--- src/design/id_defines.svh ---
`ifndef ID_DEFINES_SVH
`define ID_DEFINES_SVH

////////////////////////////////////////
// Datapath widths
////////////////////////////////////////

// Data word width of the core
`define ID_XLEN 32

// Register file address width, 32 registers
`define ID_REG_AW 5

////////////////////////////////////////
// Address arithmetic
////////////////////////////////////////

// Word step, used as the fallback operand B immediate
`define ID_ADDR_INCR 4

`endif

--- src/design/id_isa_pkg.sv ---
`include "id_defines.svh"

package id_isa_pkg;

  ////////////////////////////////////////
  // Major opcodes
  ////////////////////////////////////////

  // Only ALU and memory opcodes are decoded
  typedef enum logic [6:0] {
    OPCODE_LOAD   = 7'h03,
    OPCODE_OP_IMM = 7'h13,
    OPCODE_AUIPC  = 7'h17,
    OPCODE_STORE  = 7'h23,
    OPCODE_OP     = 7'h33,
    OPCODE_LUI    = 7'h37
  } opcode_e;

  ////////////////////////////////////////
  // Execute controls
  ////////////////////////////////////////

  typedef enum logic [3:0] {
    ALU_ADD,
    ALU_SUB,
    ALU_XOR,
    ALU_OR,
    ALU_AND,
    ALU_SLL,
    ALU_SRL,
    ALU_SRA,
    ALU_SLT,
    ALU_SLTU
  } alu_op_e;

  // Access size as seen by the LSU
  typedef enum logic [1:0] {
    LSU_WORD = 2'b00,
    LSU_HALF = 2'b01,
    LSU_BYTE = 2'b10
  } lsu_type_e;

  // Operand A source
  typedef enum logic [1:0] {
    OP_A_REG_A,
    OP_A_CURRPC,
    OP_A_ZERO
  } op_a_sel_e;

  // Operand B source
  typedef enum logic {
    OP_B_REG_B,
    OP_B_IMM
  } op_b_sel_e;

  // Everything the decoder extracts from one instruction word
  typedef struct packed {
    alu_op_e                  alu_op;
    op_a_sel_e                op_a_sel;
    op_b_sel_e                op_b_sel;
    logic                     rf_we;
    logic [`ID_REG_AW-1:0]    rf_waddr;
    logic                     rf_ren_a;
    logic                     rf_ren_b;
    logic                     lsu_req;
    logic                     lsu_we;
    lsu_type_e                lsu_type;
    logic                     lsu_sign_ext;
    logic                     illegal;
  } decoded_t;

endpackage

--- src/design/id_pipe_pkg.sv ---
`include "id_defines.svh"

package id_pipe_pkg;

  ////////////////////////////////////////
  // Writeback feedback
  ////////////////////////////////////////

  // Register write in flight plus memory status of the writeback stage
  typedef struct packed {
    logic [`ID_REG_AW-1:0] waddr;
    logic                  write;
    logic [`ID_XLEN-1:0]   wdata;
    logic                  outstanding_load;
    logic                  outstanding_store;
  } wb_info_t;

  ////////////////////////////////////////
  // Request towards execute
  ////////////////////////////////////////

  typedef struct packed {
    id_isa_pkg::alu_op_e   alu_op;
    logic [`ID_XLEN-1:0]   operand_a;
    logic [`ID_XLEN-1:0]   operand_b;
    logic                  rf_we;
    logic [`ID_REG_AW-1:0] rf_waddr;
    logic                  lsu_req;
    logic                  lsu_we;
    id_isa_pkg::lsu_type_e lsu_type;
    logic                  lsu_sign_ext;
    logic [`ID_XLEN-1:0]   lsu_wdata;
  } ex_req_t;

  // Issue FSM, memory instructions may linger in MULTI_CYCLE
  typedef enum logic {
    FIRST_CYCLE,
    MULTI_CYCLE
  } id_fsm_e;

endpackage

--- src/design/id_decoder.sv ---
`timescale 1ns/100ps
`include "id_defines.svh"

module id_decoder (
  input  logic [`ID_XLEN-1:0] instr_i,
  output id_isa_pkg::decoded_t decoded_o,
  output logic [`ID_XLEN-1:0] imm_o
);

  import id_isa_pkg::*;

  // Instruction fields
  opcode_e             opcode;
  logic [2:0]          funct3;
  logic [6:0]          funct7;
  logic [`ID_XLEN-1:0] imm_i_type;
  logic [`ID_XLEN-1:0] imm_s_type;
  logic [`ID_XLEN-1:0] imm_u_type;

  assign opcode = opcode_e'(instr_i[6:0]);
  assign funct3 = instr_i[14:12];
  assign funct7 = instr_i[31:25];

  ////////////////////////////////////////
  // Immediate generation
  ////////////////////////////////////////

  // Sign bit always sits in bit 31
  assign imm_i_type = {{(`ID_XLEN-12){instr_i[31]}}, instr_i[31:20]};
  assign imm_s_type = {{(`ID_XLEN-12){instr_i[31]}}, instr_i[31:25], instr_i[11:7]};
  assign imm_u_type = {instr_i[31:12], 12'b0};

  always_comb begin
    unique case (opcode)
      OPCODE_OP_IMM,
      OPCODE_LOAD:   imm_o = imm_i_type;
      OPCODE_STORE:  imm_o = imm_s_type;
      OPCODE_LUI,
      OPCODE_AUIPC:  imm_o = imm_u_type;
      // No immediate in use, word step as neutral value
      default:       imm_o = `ID_XLEN'(`ID_ADDR_INCR);
    endcase
  end

  ////////////////////////////////////////
  // Control decode
  ////////////////////////////////////////

  always_comb begin
    decoded_o          = '0;
    decoded_o.alu_op   = ALU_ADD;
    decoded_o.op_a_sel = OP_A_REG_A;
    decoded_o.op_b_sel = OP_B_REG_B;
    decoded_o.lsu_type = LSU_WORD;
    decoded_o.rf_waddr = instr_i[11:7];

    unique case (opcode)
      OPCODE_OP_IMM: begin
        decoded_o.rf_we    = 1'b1;
        decoded_o.rf_ren_a = 1'b1;
        decoded_o.op_b_sel = OP_B_IMM;
        unique case (funct3)
          3'b000: decoded_o.alu_op = ALU_ADD;
          3'b010: decoded_o.alu_op = ALU_SLT;
          3'b011: decoded_o.alu_op = ALU_SLTU;
          3'b100: decoded_o.alu_op = ALU_XOR;
          3'b110: decoded_o.alu_op = ALU_OR;
          3'b111: decoded_o.alu_op = ALU_AND;
          3'b001: begin
            decoded_o.alu_op  = ALU_SLL;
            decoded_o.illegal = (funct7 != 7'b000_0000);
          end
          default: begin
            // Shift right, funct7 picks logical or arithmetic
            if (funct7 == 7'b000_0000) begin
              decoded_o.alu_op = ALU_SRL;
            end else if (funct7 == 7'b010_0000) begin
              decoded_o.alu_op = ALU_SRA;
            end else begin
              decoded_o.illegal = 1'b1;
            end
          end
        endcase
      end

      OPCODE_OP: begin
        decoded_o.rf_we    = 1'b1;
        decoded_o.rf_ren_a = 1'b1;
        decoded_o.rf_ren_b = 1'b1;
        unique case ({funct7, funct3})
          {7'b000_0000, 3'b000}: decoded_o.alu_op = ALU_ADD;
          {7'b010_0000, 3'b000}: decoded_o.alu_op = ALU_SUB;
          {7'b000_0000, 3'b001}: decoded_o.alu_op = ALU_SLL;
          {7'b000_0000, 3'b010}: decoded_o.alu_op = ALU_SLT;
          {7'b000_0000, 3'b011}: decoded_o.alu_op = ALU_SLTU;
          {7'b000_0000, 3'b100}: decoded_o.alu_op = ALU_XOR;
          {7'b000_0000, 3'b101}: decoded_o.alu_op = ALU_SRL;
          {7'b010_0000, 3'b101}: decoded_o.alu_op = ALU_SRA;
          {7'b000_0000, 3'b110}: decoded_o.alu_op = ALU_OR;
          {7'b000_0000, 3'b111}: decoded_o.alu_op = ALU_AND;
          default:               decoded_o.illegal = 1'b1;
        endcase
      end

      // Upper immediates go through the adder with A forced
      OPCODE_LUI: begin
        decoded_o.rf_we    = 1'b1;
        decoded_o.op_a_sel = OP_A_ZERO;
        decoded_o.op_b_sel = OP_B_IMM;
      end

      OPCODE_AUIPC: begin
        decoded_o.rf_we    = 1'b1;
        decoded_o.op_a_sel = OP_A_CURRPC;
        decoded_o.op_b_sel = OP_B_IMM;
      end

      // Address is rs1 plus offset in both memory cases
      OPCODE_LOAD: begin
        decoded_o.rf_we        = 1'b1;
        decoded_o.rf_ren_a     = 1'b1;
        decoded_o.op_b_sel     = OP_B_IMM;
        decoded_o.lsu_req      = 1'b1;
        decoded_o.lsu_sign_ext = ~funct3[2];
        unique case (funct3)
          3'b000, 3'b100: decoded_o.lsu_type = LSU_BYTE;
          3'b001, 3'b101: decoded_o.lsu_type = LSU_HALF;
          3'b010:         decoded_o.lsu_type = LSU_WORD;
          default:        decoded_o.illegal  = 1'b1;
        endcase
      end

      OPCODE_STORE: begin
        decoded_o.rf_ren_a = 1'b1;
        decoded_o.rf_ren_b = 1'b1;
        decoded_o.op_b_sel = OP_B_IMM;
        decoded_o.lsu_req  = 1'b1;
        decoded_o.lsu_we   = 1'b1;
        unique case (funct3)
          3'b000:  decoded_o.lsu_type = LSU_BYTE;
          3'b001:  decoded_o.lsu_type = LSU_HALF;
          3'b010:  decoded_o.lsu_type = LSU_WORD;
          default: decoded_o.illegal  = 1'b1;
        endcase
      end

      default: decoded_o.illegal = 1'b1;
    endcase

    // Unknown encodings must have no side effects
    if (decoded_o.illegal) begin
      decoded_o.rf_we   = 1'b0;
      decoded_o.lsu_req = 1'b0;
    end
  end

  // Illegal word never reaches the LSU
  illegal_no_lsu_a: assert final (!(decoded_o.illegal && decoded_o.lsu_req));

endmodule

--- src/design/id_issue_ctrl.sv ---
`timescale 1ns/100ps
`include "id_defines.svh"

module id_issue_ctrl (
  input  logic                 clk_i,
  input  logic                 rst_ni,
  input  logic                 instr_valid_i,
  input  logic [`ID_XLEN-1:0]  pc_i,
  input  id_isa_pkg::decoded_t decoded_i,
  input  logic [`ID_XLEN-1:0]  imm_i,
  input  logic [`ID_XLEN-1:0]  rdata_a_fwd_i,
  input  logic [`ID_XLEN-1:0]  rdata_b_fwd_i,
  input  logic                 match_a_i,
  input  logic                 match_b_i,
  input  logic                 mem_busy_i,
  input  logic                 outstanding_load_i,
  input  logic                 lsu_req_done_i,
  output id_pipe_pkg::ex_req_t ex_req_o,
  output logic                 id_in_ready_o,
  output logic                 illegal_insn_o
);

  import id_isa_pkg::*;
  import id_pipe_pkg::*;

  id_fsm_e             id_fsm_q;
  id_fsm_e             id_fsm_d;
  logic                stall_ld_hz;
  logic                instr_executing;
  logic                mem_done;
  logic                instr_done;
  logic [`ID_XLEN-1:0] operand_a;

  ////////////////////////////////////////
  // Hazards and completion
  ////////////////////////////////////////

  // Reading a register the pending load will write
  assign stall_ld_hz = outstanding_load_i &
                       ((match_a_i & decoded_i.rf_ren_a) | (match_b_i & decoded_i.rf_ren_b));

  assign instr_executing = instr_valid_i & ~stall_ld_hz & ~mem_busy_i;

  // Memory op finishes once the LSU takes it
  assign mem_done   = ~decoded_i.lsu_req | lsu_req_done_i;
  assign instr_done = instr_executing & mem_done;

  ////////////////////////////////////////
  // Issue FSM
  ////////////////////////////////////////

  always_ff @(posedge clk_i or negedge rst_ni) begin
    if (!rst_ni) begin
      id_fsm_q <= FIRST_CYCLE;
    end else begin
      id_fsm_q <= id_fsm_d;
    end
  end

  always_comb begin
    id_fsm_d = id_fsm_q;
    if (instr_executing) begin
      unique case (id_fsm_q)
        FIRST_CYCLE: begin
          // Wait here only if acceptance is not immediate
          if (decoded_i.lsu_req && !lsu_req_done_i) begin
            id_fsm_d = MULTI_CYCLE;
          end
        end
        MULTI_CYCLE: begin
          if (mem_done) begin
            id_fsm_d = FIRST_CYCLE;
          end
        end
        default: id_fsm_d = FIRST_CYCLE;
      endcase
    end
  end

  ////////////////////////////////////////
  // Operands and request
  ////////////////////////////////////////

  always_comb begin
    unique case (decoded_i.op_a_sel)
      OP_A_REG_A:  operand_a = rdata_a_fwd_i;
      OP_A_CURRPC: operand_a = pc_i;
      default:     operand_a = '0;
    endcase
  end

  assign ex_req_o.alu_op       = decoded_i.alu_op;
  assign ex_req_o.operand_a    = operand_a;
  assign ex_req_o.operand_b    = (decoded_i.op_b_sel == OP_B_IMM) ? imm_i : rdata_b_fwd_i;
  // Write only in the completing cycle
  assign ex_req_o.rf_we        = decoded_i.rf_we & instr_done;
  assign ex_req_o.rf_waddr     = decoded_i.rf_waddr;
  assign ex_req_o.lsu_req      = decoded_i.lsu_req & instr_executing;
  assign ex_req_o.lsu_we       = decoded_i.lsu_we;
  assign ex_req_o.lsu_type     = decoded_i.lsu_type;
  assign ex_req_o.lsu_sign_ext = decoded_i.lsu_sign_ext;
  // Store data from rs2
  assign ex_req_o.lsu_wdata    = rdata_b_fwd_i;

  assign id_in_ready_o  = instr_done;
  assign illegal_insn_o = instr_valid_i & decoded_i.illegal;

  ////////////////////////////////////////
  // Assertions
  ////////////////////////////////////////

  // No second request once the LSU accepted
  no_req_after_done_a: assert property (
    @(posedge clk_i) disable iff (!rst_ni)
    (id_fsm_q == MULTI_CYCLE && instr_done) |=>
      !(id_fsm_q == MULTI_CYCLE && ex_req_o.lsu_req)
  );

  ready_needs_valid_a: assert property (
    @(posedge clk_i) disable iff (!rst_ni)
    id_in_ready_o |-> instr_valid_i
  );

endmodule

--- src/design/id_rf_fwd.sv ---
`timescale 1ns/100ps
`include "id_defines.svh"

module id_rf_fwd (
  input  logic                   clk_i,
  input  logic                   rst_ni,
  input  logic [`ID_XLEN-1:0]    instr_i,
  // Register file read ports
  output logic [`ID_REG_AW-1:0]  rf_raddr_a_o,
  output logic [`ID_REG_AW-1:0]  rf_raddr_b_o,
  input  logic [`ID_XLEN-1:0]    rf_rdata_a_i,
  input  logic [`ID_XLEN-1:0]    rf_rdata_b_i,
  // Writeback feedback
  input  id_pipe_pkg::wb_info_t  wb_info_i,
  input  logic                   lsu_resp_valid_i,
  // Towards issue control
  output logic [`ID_XLEN-1:0]    rdata_a_fwd_o,
  output logic [`ID_XLEN-1:0]    rdata_b_fwd_o,
  output logic                   match_a_o,
  output logic                   match_b_o,
  output logic                   mem_busy_o
);

  // rs1 and rs2 fields, read whether used or not
  assign rf_raddr_a_o = instr_i[19:15];
  assign rf_raddr_b_o = instr_i[24:20];

  ////////////////////////////////////////
  // Writeback match and bypass
  ////////////////////////////////////////

  // x0 never matches
  assign match_a_o = (wb_info_i.waddr == rf_raddr_a_o) & |rf_raddr_a_o;
  assign match_b_o = (wb_info_i.waddr == rf_raddr_b_o) & |rf_raddr_b_o;

  // Load data is too late for bypass, that case stalls instead
  assign rdata_a_fwd_o = (match_a_o & wb_info_i.write) ? wb_info_i.wdata : rf_rdata_a_i;
  assign rdata_b_fwd_o = (match_b_o & wb_info_i.write) ? wb_info_i.wdata : rf_rdata_b_i;

  // Access in flight that does not resolve this cycle
  assign mem_busy_o = (wb_info_i.outstanding_load | wb_info_i.outstanding_store) &
                      ~lsu_resp_valid_i;

  ////////////////////////////////////////
  // Assertions
  ////////////////////////////////////////

  // Reading x0 always returns the register file value
  x0_a_not_fwd_a: assert property (
    @(posedge clk_i) disable iff (!rst_ni)
    (rf_raddr_a_o == '0) |-> (rdata_a_fwd_o == rf_rdata_a_i)
  );

  x0_b_not_fwd_a: assert property (
    @(posedge clk_i) disable iff (!rst_ni)
    (rf_raddr_b_o == '0) |-> (rdata_b_fwd_o == rf_rdata_b_i)
  );

endmodule

--- src/design/id_stage.sv ---
`timescale 1ns/100ps
`include "id_defines.svh"

module id_stage (
  input  logic                  clk_i,
  input  logic                  rst_ni,
  // Fetch side
  input  logic                  instr_valid_i,
  input  logic [`ID_XLEN-1:0]   instr_rdata_i,
  input  logic [`ID_XLEN-1:0]   pc_i,
  // Register file
  output logic [`ID_REG_AW-1:0] rf_raddr_a_o,
  output logic [`ID_REG_AW-1:0] rf_raddr_b_o,
  input  logic [`ID_XLEN-1:0]   rf_rdata_a_i,
  input  logic [`ID_XLEN-1:0]   rf_rdata_b_i,
  // Writeback and LSU status
  input  id_pipe_pkg::wb_info_t wb_info_i,
  input  logic                  lsu_req_done_i,
  input  logic                  lsu_resp_valid_i,
  // Execute side
  output id_pipe_pkg::ex_req_t  ex_req_o,
  output logic                  id_in_ready_o,
  output logic                  illegal_insn_o
);

  import id_isa_pkg::*;

  decoded_t            decoded;
  logic [`ID_XLEN-1:0] imm;
  logic [`ID_XLEN-1:0] rdata_a_fwd;
  logic [`ID_XLEN-1:0] rdata_b_fwd;
  logic                match_a;
  logic                match_b;
  logic                mem_busy;

  ////////////////////////////////////////
  // Decode and register read in parallel
  ////////////////////////////////////////

  id_decoder decoder_i (
    .instr_i   (instr_rdata_i),
    .decoded_o (decoded),
    .imm_o     (imm)
  );

  id_rf_fwd rf_fwd_i (
    .clk_i            (clk_i),
    .rst_ni           (rst_ni),
    .instr_i          (instr_rdata_i),
    .rf_raddr_a_o     (rf_raddr_a_o),
    .rf_raddr_b_o     (rf_raddr_b_o),
    .rf_rdata_a_i     (rf_rdata_a_i),
    .rf_rdata_b_i     (rf_rdata_b_i),
    .wb_info_i        (wb_info_i),
    .lsu_resp_valid_i (lsu_resp_valid_i),
    .rdata_a_fwd_o    (rdata_a_fwd),
    .rdata_b_fwd_o    (rdata_b_fwd),
    .match_a_o        (match_a),
    .match_b_o        (match_b),
    .mem_busy_o       (mem_busy)
  );

  // Issue control merges both paths
  id_issue_ctrl issue_ctrl_i (
    .clk_i              (clk_i),
    .rst_ni             (rst_ni),
    .instr_valid_i      (instr_valid_i),
    .pc_i               (pc_i),
    .decoded_i          (decoded),
    .imm_i              (imm),
    .rdata_a_fwd_i      (rdata_a_fwd),
    .rdata_b_fwd_i      (rdata_b_fwd),
    .match_a_i          (match_a),
    .match_b_i          (match_b),
    .mem_busy_i         (mem_busy),
    .outstanding_load_i (wb_info_i.outstanding_load),
    .lsu_req_done_i     (lsu_req_done_i),
    .ex_req_o           (ex_req_o),
    .id_in_ready_o      (id_in_ready_o),
    .illegal_insn_o     (illegal_insn_o)
  );

endmodule

--- config.mk ---
export PLATFORM = sky130hd
export DESIGN_NAME = id_stage
export DESIGN_NICKNAME = d
export VERILOG_FILES = /design/src/design/id_isa_pkg.sv /design/src/design/id_pipe_pkg.sv /design/src/design/id_decoder.sv /design/src/design/id_issue_ctrl.sv /design/src/design/id_rf_fwd.sv /design/src/design/id_stage.sv
export VERILOG_INCLUDE_DIRS = /design/src /design/src/design
export SDC_FILE = /design/constraint.sdc
export NUM_CORES = 1
export LEC_CHECK = 0
export ABC_AREA = 1
export BUFFER_PORTS_ARGS = -buffer_cell sky130_fd_sc_hd__buf_4
export CAP_MARGIN = 20
export CORE_AREA = 2 2 114 116
export DETAILED_ROUTE_END_ITERATION = 6
export DIE_AREA = 0 0 116 118
export PLACE_DENSITY = 0.61
export RECOVER_POWER = 50
export REMOVE_ABC_BUFFERS = 1
export SLEW_MARGIN = 20
export SYNTH_ARGS = -nofsm -noshare
export SYNTH_HDL_FRONTEND = slang
export SYNTH_SLANG_ARGS = --single-unit
--- constraint.sdc ---
create_clock -name vclk -period 1.2
set_clock_uncertainty 0.1 [all_clocks]
set_input_delay 0.06 -clock vclk [all_inputs]
set_output_delay 0.06 -clock vclk [all_outputs]
set_load 0.01 [all_outputs]
==> results by group <==
Run
  – Max Cap Violations: 0

Worst setup path
  – Worst-path cell chain: buf_8 -> nor2_4 -> buf_12 -> nand2_8 -> nor2_4 -> nand2_2 -> o21ai_4 -> buf_6 -> nand2_8 -> inv_12 -> a21oi_2 -> nand2_1 -> buf_6
  – Arr. time, crit path: 1.40 ns
  – Worst Path Class, Setup: in -> out
  – Startpoint type of the worst setup path: input pin
  – Setup crit end kind: output pin
  – CP max FO: 6
  – Critical path required time: 1.04 ns
  – Critical Path Start: instr_rdata_i[3]
  – CP max stage delay: ~0.15 ns
  – Crit-path slowest cell: buf_6

Global routing
  – First-pass GRT wire length: 25600 µm
  – Vias in the first global route: 5079
  – Tot GR Track Use: 0.236
  – Largest net degree at the start of global routing: 33
  – GR Overflow Total: 0
  – Initial antenna violation count: 0

Run status
  – Failing checks: negative setup slack
  – Status: finished, violations left

Routing
  – Residual DRC: 0
  – DR vias/cell: roughly 4.7
  – Pre-antenna DRT Iters: 4
  – Post-Route WL: between 15000 and 20000 µm
  – DRT iter0 DRCs: 172
  – Avg WL per Cell: 17.5 µm
  – Post-route ant nets: 0
  – Via Count: slightly above 5000

Min path
  – Hold WC Path Type: in -> out
  – Hold_sp: instr_rdata_i[9]

Yosys
  – Synth Area per Inst: 4.84 µm²
  – Ys Warns: 0
  – Syn Inst Count: 550
  – Most common cell in the netlist: nand2_1
  – Synth cell count leaders: 162 x nand2_1, 98 x inv_1, 55 x a21oi_1
  – Largest area contributor in the netlist: nand2_1
  – Synth cell types: 28
  – Top-area cell type share of the netlist area: 0.228
  – Synth top area cells: nand2_1 23%, inv_1 14%, a21oi_1 10%
  – Register area share after synthesis: 0
  – Area of the mapped netlist: 2660 µm²

STA
  – Slew @ Worst Pin: 0.267 ns
  – RSZ-0062 raised after global routing: yes
  – # setup viols final: ~110
  – Crit share post-route: 1.30
  – Max Slew Vio Count: 0
  – Final Hold Vio Count: 0
  – FMAX: approximately 0.64 GHz
  – Slew HR: 0.820
  – Worst setup margin: -0.359 ns
  – Setup TNS: -28.84 ns
  – Final min period: 1.56 ns

Floorplan
  – IO Count: 296
  – Die width: 116 µm
  – Initial core utilization: 0.214
  – Die area: ~14000 µm²
  – Die height: 118 µm
  – Core area: 12400 µm²
  – Site Rows: 41

Pwr
  – Peak VDD IR: 0.000197 V
  – Pleak: 4.01 nW
  – Power per Cell Area: 315 nW/µm²

Final layout
  – Flip-flop and latch area: 0 µm²
  – Number of diodes: 0
  – Clock buffer count: 0
  – Layout cells sized above 1: 0.728
  – Area Growth Syn to Fin: 199%
  – Nets: 1105
  – FFs & Latches: 0
  – Final instance area: 7960 µm²

Clock network
  – Post-CTS Hold Buffers: 0

Place
  – Dpl hpwl: around 12000 µm
  – PortBufs: 294
  – GP Congestion: ~0.9
  – Dpl cell area: 5570 µm²
  – Place WS: -0.446 ns
-- worst max-delay path, delay by kind of cell --
family	cells	cell delay (ns)
AOI/OAI and AO/OA	2	0.14
and+or+nand+nor	6	0.57
buffers and inverters	5	0.61
-- through the flow --
step                hold WS, ns  cells  total power [mW]   util
floorplan                0.0200    510             0.584      -
global placement          0.210   1058              1.76  0.448
global route              0.251   1102              2.67  0.641
finish                    0.246   1102              2.51  0.641
CTS                       0.210   1086              2.16  0.555
detailed placement        0.211   1058              1.77  0.448
-- metal layers --
| metal | up-vias | global-route usage | part of all wire |
|---|---|---|---|
| li1 | 2513 | - | - |
| met1 | 2388 | 0.287 | 0.40 |
| met2 | 244 | 0.433 | 0.51 |
| met3 | 36 | 0.0386 | 0.072 |
| met4 | 0 | 0.0409 | 0.023 |
| met5 | - | 0 | 0 |
-- placed cells by master, fill, tap and decap left out, types with 4 or more instances in the layout --
cell,count
nand2_1,54
nor2_2,4
a21oi_2,30
a22oi_1,5
inv_1,83
a21oi_4,10
buf_4,280
buf_8,10
buf_12,18
buf_16,10
nand2_4,36
o21ai_1,49
buf_6,84
clkbuf_1,8
o21ai_0,5
nand4_1,8
nand2_2,73
o21ai_4,30
o21ai_2,23
clkbuf_16,7
nor2_4,26
nor2_1,10
inv_4,8
a21oi_1,15
nand3_1,12
inv_2,10
-- worst paths after layout --
kind | endpoint | slack, ns | cells past startpoint
hold / removal | ex_req_o[39] | 0.25 | 2
setup / recovery | ex_req_o[72] | -0.36 | 13
-- report_power, final --
| group | total, mW | leakage [nW] | switching [mW] | internal [mW] |
|---|---|---|---|---|
| clock | 0 | 0 | 0 | 0 |
| sequential | 0 | 0 | 0 | 0 |
| combinational | 2.51 | 4.01 | 1.14 | 1.37 |
| total | 2.51 | 4.01 | 1.14 | 1.37 |
-- final cells by class --
class,count,area (µm²)
well taps,172,215
repair inverters,3,48.8
fillers,1087,4450
multi-input cells,406,3230
repair buffers,417,4040
inverters,104,432
-- what timing repair did --
action,CTS,global route
setup buffers,19,7
gates resized for setup,284,224
pin swaps,45,68
endpoints found under the setup margin,106,107
gates cloned,10,10
-- logic make-up after synthesis --
family                 count (synthesis)  share of synthesized area
AO/OA/AOI/OAI                        170                      0.371
AND/OR/NAND/NOR                      236                      0.377
buffers and inverters                144                      0.251
No activity file was read; power rests on OpenSTA's default activity.
